**config.mk**
```make
export PLATFORM = sky130hd
export DESIGN_NAME = video_top
export DESIGN_NICKNAME = d
export VERILOG_FILES = /design/src/video_pkg.sv /design/src/video_regs.sv /design/src/tilemap_layer.sv /design/src/line_mixer.sv /design/src/video_top.sv
export SDC_FILE = /design/constraint.sdc
export NUM_CORES = 2
export LEC_CHECK = 0
export BUFFER_PORTS_ARGS = -buffer_cell sky130_fd_sc_hd__buf_2
export CAP_MARGIN = 15
export CORE_UTILIZATION = 65
export DETAILED_ROUTE_END_ITERATION = 8
export PLACE_DENSITY_LB_ADDON = 0.05
export SYNTH_ARGS = -nofsm -noshare
export SYNTH_HDL_FRONTEND = slang
export SYNTH_SLANG_ARGS = --single-unit
```
**constraint.sdc**
```tcl
create_clock -name clk -period 5.2 [get_ports clk]
set_input_delay 0.78 -clock clk [delete_from_list [all_inputs] [get_ports clk]]
set_output_delay 0.78 -clock clk [all_outputs]
set_load 0.02 [all_outputs]
```
**src/video_pkg.sv**
```systemverilog
// Shared sizes, register map and pixel fields of the tilemap renderer, referenced by scoped name
package video_pkg;

    // Line and tile geometry
    localparam int num_layers = 3;
    localparam int line_w     = 64;                  // Pixels per output line
    localparam int tile_w     = 8;                   // Tiles are square
    localparam int map_tiles  = 32;                  // Map is 256 pixels each way
    localparam int fine_bits  = $clog2(tile_w);      // Pixel offset within a tile
    localparam int buf_bits   = $clog2(line_w);      // Line buffer address

    // With a fine horizontal offset one line touches one extra tile
    localparam int line_tiles = line_w / tile_w + 1;

    // Map entry: palette in the top bits, tile code below
    localparam int pal_bits  = 4;
    localparam int code_bits = 12;

    // Pixel index per ROM nibble, 0 means transparent
    localparam int pix_bits = 4;

    // Mixed pixel is {layer, palette, index}
    localparam int layer_bits  = 2;
    localparam int colour_bits = layer_bits + pal_bits + pix_bits;

    // Register map as word indexes
    // Layer l owns words reg_group*l up to reg_group*l + 2
    localparam int reg_hpos  = 0;                    // Horizontal scroll
    localparam int reg_vpos  = 1;                    // Vertical scroll
    localparam int reg_base  = 2;                    // Tile map base in VRAM
    localparam int reg_group = 3;                    // Words per layer

    // Control word, bit l enables layer l
    localparam int reg_ctrl  = 9;

    // Words at or above this index answer with an error
    localparam int reg_count = 10;

endpackage

```
**src/video_regs.sv**
```systemverilog
`timescale 1ns/10ps
// APB slave holding the scroll, map base and enable registers that configure each tile layer
module video_regs (
    input  logic                                     clk,
    input  logic                                     rst_n,
    input  logic [7:0]                               paddr,
    input  logic                                     psel,
    input  logic                                     penable,
    input  logic                                     pwrite,
    input  logic [15:0]                              pwdata,
    output logic [15:0]                              prdata,
    output logic                                     pready,
    output logic                                     pslverr,
    output logic [video_pkg::num_layers-1:0][15:0]   hpos,
    output logic [video_pkg::num_layers-1:0][15:0]   vpos,
    output logic [video_pkg::num_layers-1:0][15:0]   vram_base,
    output logic [video_pkg::num_layers-1:0]         enable
);

    logic [15:0] regs [video_pkg::reg_count];
    logic [5:0]  idx;            // Word index, byte address on a 32-bit grid
    logic        bad;
    logic        wr_en;

    assign idx = paddr[7:2];
    assign bad = idx >= 6'(video_pkg::reg_count);

    // Write lands on the edge that closes the access phase
    assign wr_en = psel && penable && pwrite && !bad;

    assign pready  = 1'b1;       // No wait states
    assign pslverr = psel && penable && bad;

    // Reads out of range return zero
    assign prdata = (psel && !bad) ? regs[idx[3:0]] : 16'h0000;

    always_ff @(posedge clk) begin
        if (!rst_n) begin
            for (int i = 0; i < video_pkg::reg_count; i++) begin
                regs[i] <= 16'h0000;
            end
        end else if (wr_en) begin
            regs[idx[3:0]] <= pwdata;
        end
    end

    // Spread the register file over the layer ports
    always_comb begin
        for (int l = 0; l < video_pkg::num_layers; l++) begin
            hpos[l]      = regs[video_pkg::reg_group * l + video_pkg::reg_hpos];
            vpos[l]      = regs[video_pkg::reg_group * l + video_pkg::reg_vpos];
            vram_base[l] = regs[video_pkg::reg_group * l + video_pkg::reg_base];
        end
        enable = regs[video_pkg::reg_ctrl][video_pkg::num_layers-1:0];
    end

endmodule

```
**src/tilemap_layer.sv**
```systemverilog
`timescale 1ns/10ps
// One scroll layer, fetches map entries and tile rows for line v and fills its mixer buffer
module tilemap_layer (
    input  logic                                  clk,
    input  logic                                  rst_n,
    input  logic                                  start,
    input  logic [7:0]                            v,
    input  logic [video_pkg::layer_bits-1:0]      layer,
    input  logic [15:0]                           hpos,
    input  logic [15:0]                           vpos,
    input  logic [15:0]                           vram_base,
    input  logic                                  enable,
    output logic                                  vram_cs,
    output logic [15:0]                           vram_addr,
    input  logic [15:0]                           vram_data,
    input  logic                                  vram_ok,
    output logic                                  rom_cs,
    output logic [15:0]                           rom_addr,
    input  logic [31:0]                           rom_data,
    input  logic                                  rom_ok,
    output logic [video_pkg::buf_bits-1:0]        buf_addr,
    output logic [video_pkg::colour_bits-1:0]     buf_data,
    output logic                                  buf_wr,
    output logic                                  done
);

    logic                                busy;      // Line in progress
    logic                                off;       // Layer disabled for this line
    logic [7:0]                          row_y;     // Map row in pixels, wraps at 256
    logic [7:0]                          scr_x;
    logic [15:0]                         base;
    logic [6:0]                          clr_cnt;
    logic [3:0]                          f_tile;    // Tile in the fetch stage
    logic                                f_ready;   // Fetched row waits for the write stage
    logic [video_pkg::code_bits-1:0]     f_code;
    logic [video_pkg::pal_bits-1:0]      f_pal;
    logic [31:0]                         f_row;
    logic                                p_valid;
    logic [3:0]                          p_tile;
    logic [video_pkg::fine_bits-1:0]     p_pix;
    logic [video_pkg::pal_bits-1:0]      p_pal;
    logic [31:0]                         p_row;
    logic [4:0]                          map_col;
    logic [video_pkg::pix_bits-1:0]      nib;
    logic [6:0]                          scr_pos;
    logic                                p_last;
    logic                                load;

    assign map_col   = scr_x[7:video_pkg::fine_bits] + 5'(f_tile);   // Wraps at 32 tiles
    assign vram_addr = base + 16'(row_y[7:video_pkg::fine_bits]) * 16'(video_pkg::map_tiles)
                     + 16'(map_col);
    assign rom_addr  = 16'(f_code) * 16'(video_pkg::tile_w)
                     + 16'(row_y[video_pkg::fine_bits-1:0]);

    assign nib = p_row[p_pix * video_pkg::pix_bits +: video_pkg::pix_bits];

    // Screen x of the current pixel, bit 6 set means off screen on either side
    assign scr_pos = {p_tile, p_pix} - 7'(scr_x[video_pkg::fine_bits-1:0]);

    assign p_last = p_valid && (p_pix == 3'(video_pkg::tile_w - 1));
    assign load   = f_ready && (!p_valid || p_last);

    always_ff @(posedge clk) begin
        if (!rst_n) begin
            busy    <= 1'b0;
            off     <= 1'b0;
            vram_cs <= 1'b0;
            rom_cs  <= 1'b0;
            f_tile  <= 4'd0;
            f_ready <= 1'b0;
            p_valid <= 1'b0;
            buf_wr  <= 1'b0;
            done    <= 1'b0;
        end else begin
            buf_wr <= 1'b0;
            done   <= 1'b0;
            if (start && !busy) begin
                busy    <= 1'b1;
                off     <= !enable;
                vram_cs <= enable;          // First map read right away
                f_tile  <= 4'd0;
                f_ready <= 1'b0;
                p_valid <= 1'b0;
            end else if (busy && off) begin
                if (clr_cnt[6]) begin
                    done <= 1'b1;
                    busy <= 1'b0;
                end else begin
                    buf_wr <= 1'b1;
                end
            end else if (busy) begin
                if (vram_cs && vram_ok) begin
                    vram_cs <= 1'b0;
                    rom_cs  <= 1'b1;
                end
                if (rom_cs && rom_ok) begin
                    rom_cs  <= 1'b0;
                    f_ready <= 1'b1;
                end
                // Hand the row over and start on the next map entry
                if (load) begin
                    f_ready <= 1'b0;
                    p_valid <= 1'b1;
                    if (f_tile != 4'(video_pkg::line_tiles - 1)) begin
                        f_tile  <= f_tile + 4'd1;
                        vram_cs <= 1'b1;
                    end
                end else if (p_last) begin
                    p_valid <= 1'b0;
                end
                if (p_valid) begin
                    buf_wr <= !scr_pos[6];
                end
                if (p_last && p_tile == 4'(video_pkg::line_tiles - 1)) begin
                    done <= 1'b1;
                    busy <= 1'b0;
                end
            end
        end
    end

    always_ff @(posedge clk) begin
        if (start && !busy) begin
            row_y   <= v + vpos[7:0];
            scr_x   <= hpos[7:0];
            base    <= vram_base;
            clr_cnt <= 7'd0;
        end
        if (busy && off) begin              // Clear pass, one zero per cycle
            clr_cnt  <= clr_cnt + 7'd1;
            buf_addr <= clr_cnt[video_pkg::buf_bits-1:0];
            buf_data <= '0;
        end
        if (vram_cs && vram_ok) begin
            f_code <= vram_data[video_pkg::code_bits-1:0];
            f_pal  <= vram_data[15 -: video_pkg::pal_bits];
        end
        if (rom_cs && rom_ok) begin
            f_row <= rom_data;
        end
        if (p_valid) begin
            p_pix    <= p_pix + 1'b1;
            buf_addr <= scr_pos[video_pkg::buf_bits-1:0];
            buf_data <= (nib == '0) ? '0 : {layer, p_pal, nib};
        end
        if (load) begin
            p_row  <= f_row;
            p_pal  <= f_pal;
            p_tile <= f_tile;
            p_pix  <= '0;
        end
    end

endmodule

```
**src/line_mixer.sv**
```systemverilog
`timescale 1ns/10ps
// Per-layer line buffers, fixed priority merge and the pixel stream into the frame buffer
module line_mixer (
    input  logic                                                     clk,
    input  logic                                                     rst_n,
    input  logic [video_pkg::num_layers-1:0][video_pkg::buf_bits-1:0]    buf_addr,
    input  logic [video_pkg::num_layers-1:0][video_pkg::colour_bits-1:0] buf_data,
    input  logic [video_pkg::num_layers-1:0]                         buf_wr,
    input  logic [video_pkg::num_layers-1:0]                         done,
    output logic [video_pkg::buf_bits-1:0]                           line_addr,
    output logic [video_pkg::colour_bits-1:0]                        line_data,
    output logic                                                     line_wr,
    input  logic                                                     line_wr_ok,
    output logic                                                     line_done
);

    logic [video_pkg::colour_bits-1:0] mem [video_pkg::num_layers][video_pkg::line_w];
    logic [video_pkg::num_layers-1:0]  got;       // Layers finished with this line
    logic                              all_in;
    logic                              take;

    assign all_in = &(got | done);
    assign take   = line_wr && line_wr_ok;       // Frame buffer accepted the pixel

    always_ff @(posedge clk) begin
        for (int l = 0; l < video_pkg::num_layers; l++) begin
            if (buf_wr[l]) begin
                mem[l][buf_addr[l]] <= buf_data[l];
            end
        end
    end

    // Layer 0 on top, a zero index lets the layer below show through
    always_comb begin
        line_data = '0;
        for (int l = video_pkg::num_layers - 1; l >= 0; l--) begin
            if (mem[l][line_addr][video_pkg::pix_bits-1:0] != '0) begin
                line_data = mem[l][line_addr];
            end
        end
    end

    always_ff @(posedge clk) begin
        if (!rst_n) begin
            got       <= '0;
            line_wr   <= 1'b0;
            line_addr <= '0;
            line_done <= 1'b0;
        end else begin
            line_done <= 1'b0;
            got       <= got | done;
            if (!line_wr && all_in) begin
                line_wr   <= 1'b1;              // Pixel 0 goes out next cycle
                line_addr <= '0;
            end else if (take) begin
                if (line_addr == video_pkg::buf_bits'(video_pkg::line_w - 1)) begin
                    line_wr   <= 1'b0;
                    line_done <= 1'b1;
                    got       <= '0;            // Ready for the next line
                end else begin
                    line_addr <= line_addr + 1'b1;
                end
            end
        end
    end

endmodule

```
**src/video_top.sv**
```systemverilog
`timescale 1ns/10ps
// Renderer top level joining the APB registers, the scroll layer array and the line mixer
module video_top (
    input  logic                                             clk,
    input  logic                                             rst_n,
    input  logic                                             start,
    input  logic [7:0]                                       v,
    // APB host
    input  logic [7:0]                                       paddr,
    input  logic                                             psel,
    input  logic                                             penable,
    input  logic                                             pwrite,
    input  logic [15:0]                                      pwdata,
    output logic [15:0]                                      prdata,
    output logic                                             pready,
    output logic                                             pslverr,
    // Tile map VRAM, one port per layer
    output logic [video_pkg::num_layers-1:0]                 vram_cs,
    output logic [video_pkg::num_layers-1:0][15:0]           vram_addr,
    input  logic [video_pkg::num_layers-1:0][15:0]           vram_data,
    input  logic [video_pkg::num_layers-1:0]                 vram_ok,
    // Graphics ROM
    output logic [video_pkg::num_layers-1:0]                 rom_cs,
    output logic [video_pkg::num_layers-1:0][15:0]           rom_addr,
    input  logic [video_pkg::num_layers-1:0][31:0]           rom_data,
    input  logic [video_pkg::num_layers-1:0]                 rom_ok,
    // Frame buffer
    output logic [video_pkg::buf_bits-1:0]                   line_addr,
    output logic [video_pkg::colour_bits-1:0]                line_data,
    output logic                                             line_wr,
    input  logic                                             line_wr_ok,
    output logic                                             line_done
);

    logic [video_pkg::num_layers-1:0][15:0]                  hpos;
    logic [video_pkg::num_layers-1:0][15:0]                  vpos;
    logic [video_pkg::num_layers-1:0][15:0]                  vram_base;
    logic [video_pkg::num_layers-1:0]                        enable;
    logic [video_pkg::num_layers-1:0][video_pkg::buf_bits-1:0]    buf_addr;
    logic [video_pkg::num_layers-1:0][video_pkg::colour_bits-1:0] buf_data;
    logic [video_pkg::num_layers-1:0]                        buf_wr;
    logic [video_pkg::num_layers-1:0]                        done;

    video_regs u_regs (
        .clk       ( clk       ),
        .rst_n     ( rst_n     ),
        .paddr     ( paddr     ),
        .psel      ( psel      ),
        .penable   ( penable   ),
        .pwrite    ( pwrite    ),
        .pwdata    ( pwdata    ),
        .prdata    ( prdata    ),
        .pready    ( pready    ),
        .pslverr   ( pslverr   ),
        .hpos      ( hpos      ),
        .vpos      ( vpos      ),
        .vram_base ( vram_base ),
        .enable    ( enable    )
    );

    // Identical 8x8 layers, the index only tags the mixed pixel
    genvar i;
    generate
        for (i = 0; i < video_pkg::num_layers; i++) begin : g_layer
            tilemap_layer u_layer (
                .clk       ( clk          ),
                .rst_n     ( rst_n        ),
                .start     ( start        ),
                .v         ( v            ),
                .layer     ( 2'(i)        ),
                .hpos      ( hpos[i]      ),
                .vpos      ( vpos[i]      ),
                .vram_base ( vram_base[i] ),
                .enable    ( enable[i]    ),
                .vram_cs   ( vram_cs[i]   ),
                .vram_addr ( vram_addr[i] ),
                .vram_data ( vram_data[i] ),
                .vram_ok   ( vram_ok[i]   ),
                .rom_cs    ( rom_cs[i]    ),
                .rom_addr  ( rom_addr[i]  ),
                .rom_data  ( rom_data[i]  ),
                .rom_ok    ( rom_ok[i]    ),
                .buf_addr  ( buf_addr[i]  ),
                .buf_data  ( buf_data[i]  ),
                .buf_wr    ( buf_wr[i]    ),
                .done      ( done[i]      )
            );
        end
    endgenerate

    line_mixer u_mix (
        .clk        ( clk        ),
        .rst_n      ( rst_n      ),
        .buf_addr   ( buf_addr   ),
        .buf_data   ( buf_data   ),
        .buf_wr     ( buf_wr     ),
        .done       ( done       ),
        .line_addr  ( line_addr  ),
        .line_data  ( line_data  ),
        .line_wr    ( line_wr    ),
        .line_wr_ok ( line_wr_ok ),
        .line_done  ( line_done  )
    );

endmodule

```
==> flow_summary_export.csv <==
group,metric,value,unit
placement,place_ws,370,ps
sta,whs,103,ps
setup_path,crit_chain,"buf_12, buf_4, mux4_2, a221oi_1, o22ai_1, a21oi_2, nand4_1, buf_4, nor3_4, a211o_1, buf_2",
pwr,powerDensity,359,mW/mm²
cts,cts_buffers,218,
setup_path,cp_num_buf_inv,4,
sta,setup_violations,0,
placement,port_buffers,320,
setup_path,worst-setup-path-type,"reg2out",
logic_synthesis,syn_avg_cell_area,19.4,µm²
drt,drtIter0Drc,5254,
drt,firstDrtPassIters,6,
finish,nets,5500,
floorplan,rows,137,
logic_synthesis,ys_ff_latch,2305,
cts,cts_htree_levels,4,
pwr,seqPwrFrac,55.5,%
sta,finalWorstSetupSlack,49.9,ps
logic_synthesis,synth_edf_count,2249,
setup_path,critPathCaptureType,"primary output",
cts,ctsRootBufferMaster,"clkbuf_16",
finish,area_growth_syn_to_layout,12.7,%
worst_hold_path,hold_end,"g_layer[1].u_layer.f_code[6]",
cts,path_clk_slew,60,ps
floorplan,ios,327,
finish,most-common-layout-cells,"edfxtp_1, mux4_2, nor2_1",
logic_synthesis,muxShareOfSynthArea,13.9,%
drt,via_per_inst,6.42,
sta,final-hold-violation-count,0,
pwr,comb_power_share,3.1,%
pwr,pwr-share-clk,41.4,%
grt,grt_pass1_vias,46810,
grt,grtUsageTotal,29.9,%
logic_synthesis,ys.flop_type,"edfxtp_1",
logic_synthesis,synth_compound_area_share,2.73,%
finish,fin_cells,7275,
logic_synthesis,seq_area_frac_synth,75.1,%
grt,grt_pass1_wl,306000,µm
pwr,switching_share,20.7,%
setup_path,crit_fanout,13,
run,max-cap-violations,0,
pwr,internal-power,29.3,mW
logic_synthesis,synth.distinct_cells,67,
logic_synthesis,synth_fa_ha_area_share,1.47,%
logic_synthesis,synthesis.area,0.0915,mm²
floorplan,die_width,377,µm
drt,final_antenna_net_count,0,
worst_hold_path,holdPathStages,1,
sta,finalCritPeriodShare,99.0,%
floorplan,core_area,0.140,mm²
logic_synthesis,syn_inst,4718,
cts,ctsHoldBuffers,0,
setup_path,startpoint_type,"register",
grt,grt_antenna_before_repair,8,
setup_path,worstReg2RegEnd,"g_layer[2].u_layer.f_tile[2]",
drt,wl_per_cell,28.6,µm
placement,dp_hpwl,133000,µm
floorplan,dieHeight,377,µm
setup_path,cp.required,4420,ps
sta,slew_violations,0,
cts,clock_path_buffers,3,
setup_path,path_common_cell,"buf_4",
setup_path,cp_slowest_cell,"a221oi_1",
finish,final_common_cell,"edfxtp_1",
sta,skew,18.1,ps
drt,vias,46674,
finish,drive_gt1_share,25.6,%
setup_path,rrSetupSlack,2230,ps
logic_synthesis,async_flop_share,0,%
floorplan,initial_core_util,65.5,%
placement,gp_congestion,0.908,
sta,tightest_slew,1190,ps
status,status,"finished clean",
setup_path,r2r_start,"g_layer[2].u_layer.p_pix[0]",
pwr,p_switching,7.65,mW
setup_path,max_stage_delay,540,ps
floorplan,dieArea,0.142,mm²
cts,clock-sinks,2305,
sta,max_slew_margin,20.1,%
sta,period_needed,5150,ps
worst_hold_path,hold_path.class,"in2reg",
setup_path,worstPathArrival,4370,ps
pwr,p_leak,33.4,nW
logic_synthesis,synth-simple-area-share,4.18,%
grt,grt_overflow,0,
sta,max_freq,0.194,GHz
setup_path,rr_worst_depth,7,
cts,clock_latency,850,ps
logic_synthesis,synth-xor-area-share,1.05,%
placement,dp.cells,6841,
logic_synthesis,synth_top_family_by_area,"multiplexers",
worst_hold_path,hold_path.startpoint,"vram_data[22]",
cts,cts_tree,"yes",
logic_synthesis,synth_warnings,0,
grt,grt_max_degree,107,
drt,routed_wl,208000,µm
setup_path,cp_top_family,"compound AO/OA/AOI/OAI gates",
pwr,peakVddDrop,362,µV
drt,drc,0,
## power groups by stage
stage	clock network [mW]	logic, mW	registers, mW
after floorplan	0	0.703	20.9
final	15.3	1.15	20.5
after global routing	16.1	1.23	20.5
after global placement	0	1.11	20.9
after CTS	15.5	1.13	20.5
after detailed placement	0	1.12	20.9
## kinds of logic after synthesis
family	after synthesis
AO/OA/AOI/OAI	378
AND/OR/NAND/NOR	861
buffers and inverters	320
multiplexers	642
XOR/XNOR	110
flip-flops	2305
other	2
adder cells (fa/ha/maj)	100
## worst max-delay path by stage
stage | slack [ps] | endpoint | start | depth (start not counted)
6_report | 50 | line_data[6] | u_mix.line_addr[0] | 11
5_1_grt | -40 | line_data[6] | u_mix.line_addr[0] | 10
4_1_cts | -50 | line_data[6] | u_mix.line_addr[0] | 12
3_5_place_dp | 370 | line_data[2] | u_mix.line_addr[0] | 9
3_3_place_gp | 440 | line_data[9] | u_mix.line_addr[0] | 11
2_1_floorplan | 1200 | line_data[8] | u_mix.line_addr[1] | 11
## synthesized netlist by cell type (54+ instances only)
master	n	area (µm²)
mux2i_1	119	1190
nor2_1	467	1750
mux4_2	500	11300
nand3_1	59	295
clkbuf_1	110	413
dfxtp_1	56	1120
ha_1	88	1100
xnor2_1	80	701
o21ai_0	54	270
inv_1	89	334
nand2_1	144	541
edfxtp_1	2249	67500
a21oi_1	116	581
## sequential cells by signal (all words and copies together) (netlist names), 18 cells and up
name	flops
g_layer.u_layer.clr_cnt	21
u_mix.mem	1664
u_regs.regs	160
g_layer.u_layer.buf_addr	18
g_layer.u_layer.f_code	36
g_layer.u_layer.row_y	24
g_layer.u_layer.buf_data	26
g_layer.u_layer.f_row	96
g_layer.u_layer.p_row	96
g_layer.u_layer.scr_x	24
g_layer.u_layer.base	48
## repair_timing
| item | 4_1_cts | 5_1_grt |
|---|---|---|
| pin swaps | 0 | 6 |
| setup buffers | 13 | 9 |
| resized for setup | 13 | 36 |
| setup endpoints to repair | 16 | 20 |
## final cells by class
class / count / area (µm²)
Antenna cell: 6 / 15.0
Clock inverter: 122 / 1150
Sequential cell: 2305 / 68700
Clock buffer: 280 / 5740
Fill cell: 8176 / 36400
Multi-Input combinational cell: 2095 / 21500
Inverter: 92 / 352
Tap cell: 1876 / 2350
Timing Repair Buffer: 499 / 3310
## layer usage
metal  vias to the layer above  routed length (µm)  track usage (%)
met1                     24061               81600             42.0
li1                      19946                   -                -
met5                         -                  38                0
met4                         6                7550             10.3
met2                      2257              102000             47.9
met3                       404               16800             5.57
## through the flow
stage	instance area, µm²	total power, mW	utilization, %	TNS, ps
floorplan	91500	21.6	-	0
global placement	95700	22.0	68.6	0
detailed placement	95700	22.0	68.6	0
CTS	103000	37.1	73.7	-163
global route	103000	37.9	73.9	-105
finish	103000	37.0	73.9	0
Power figures use the tool's default switching activity.
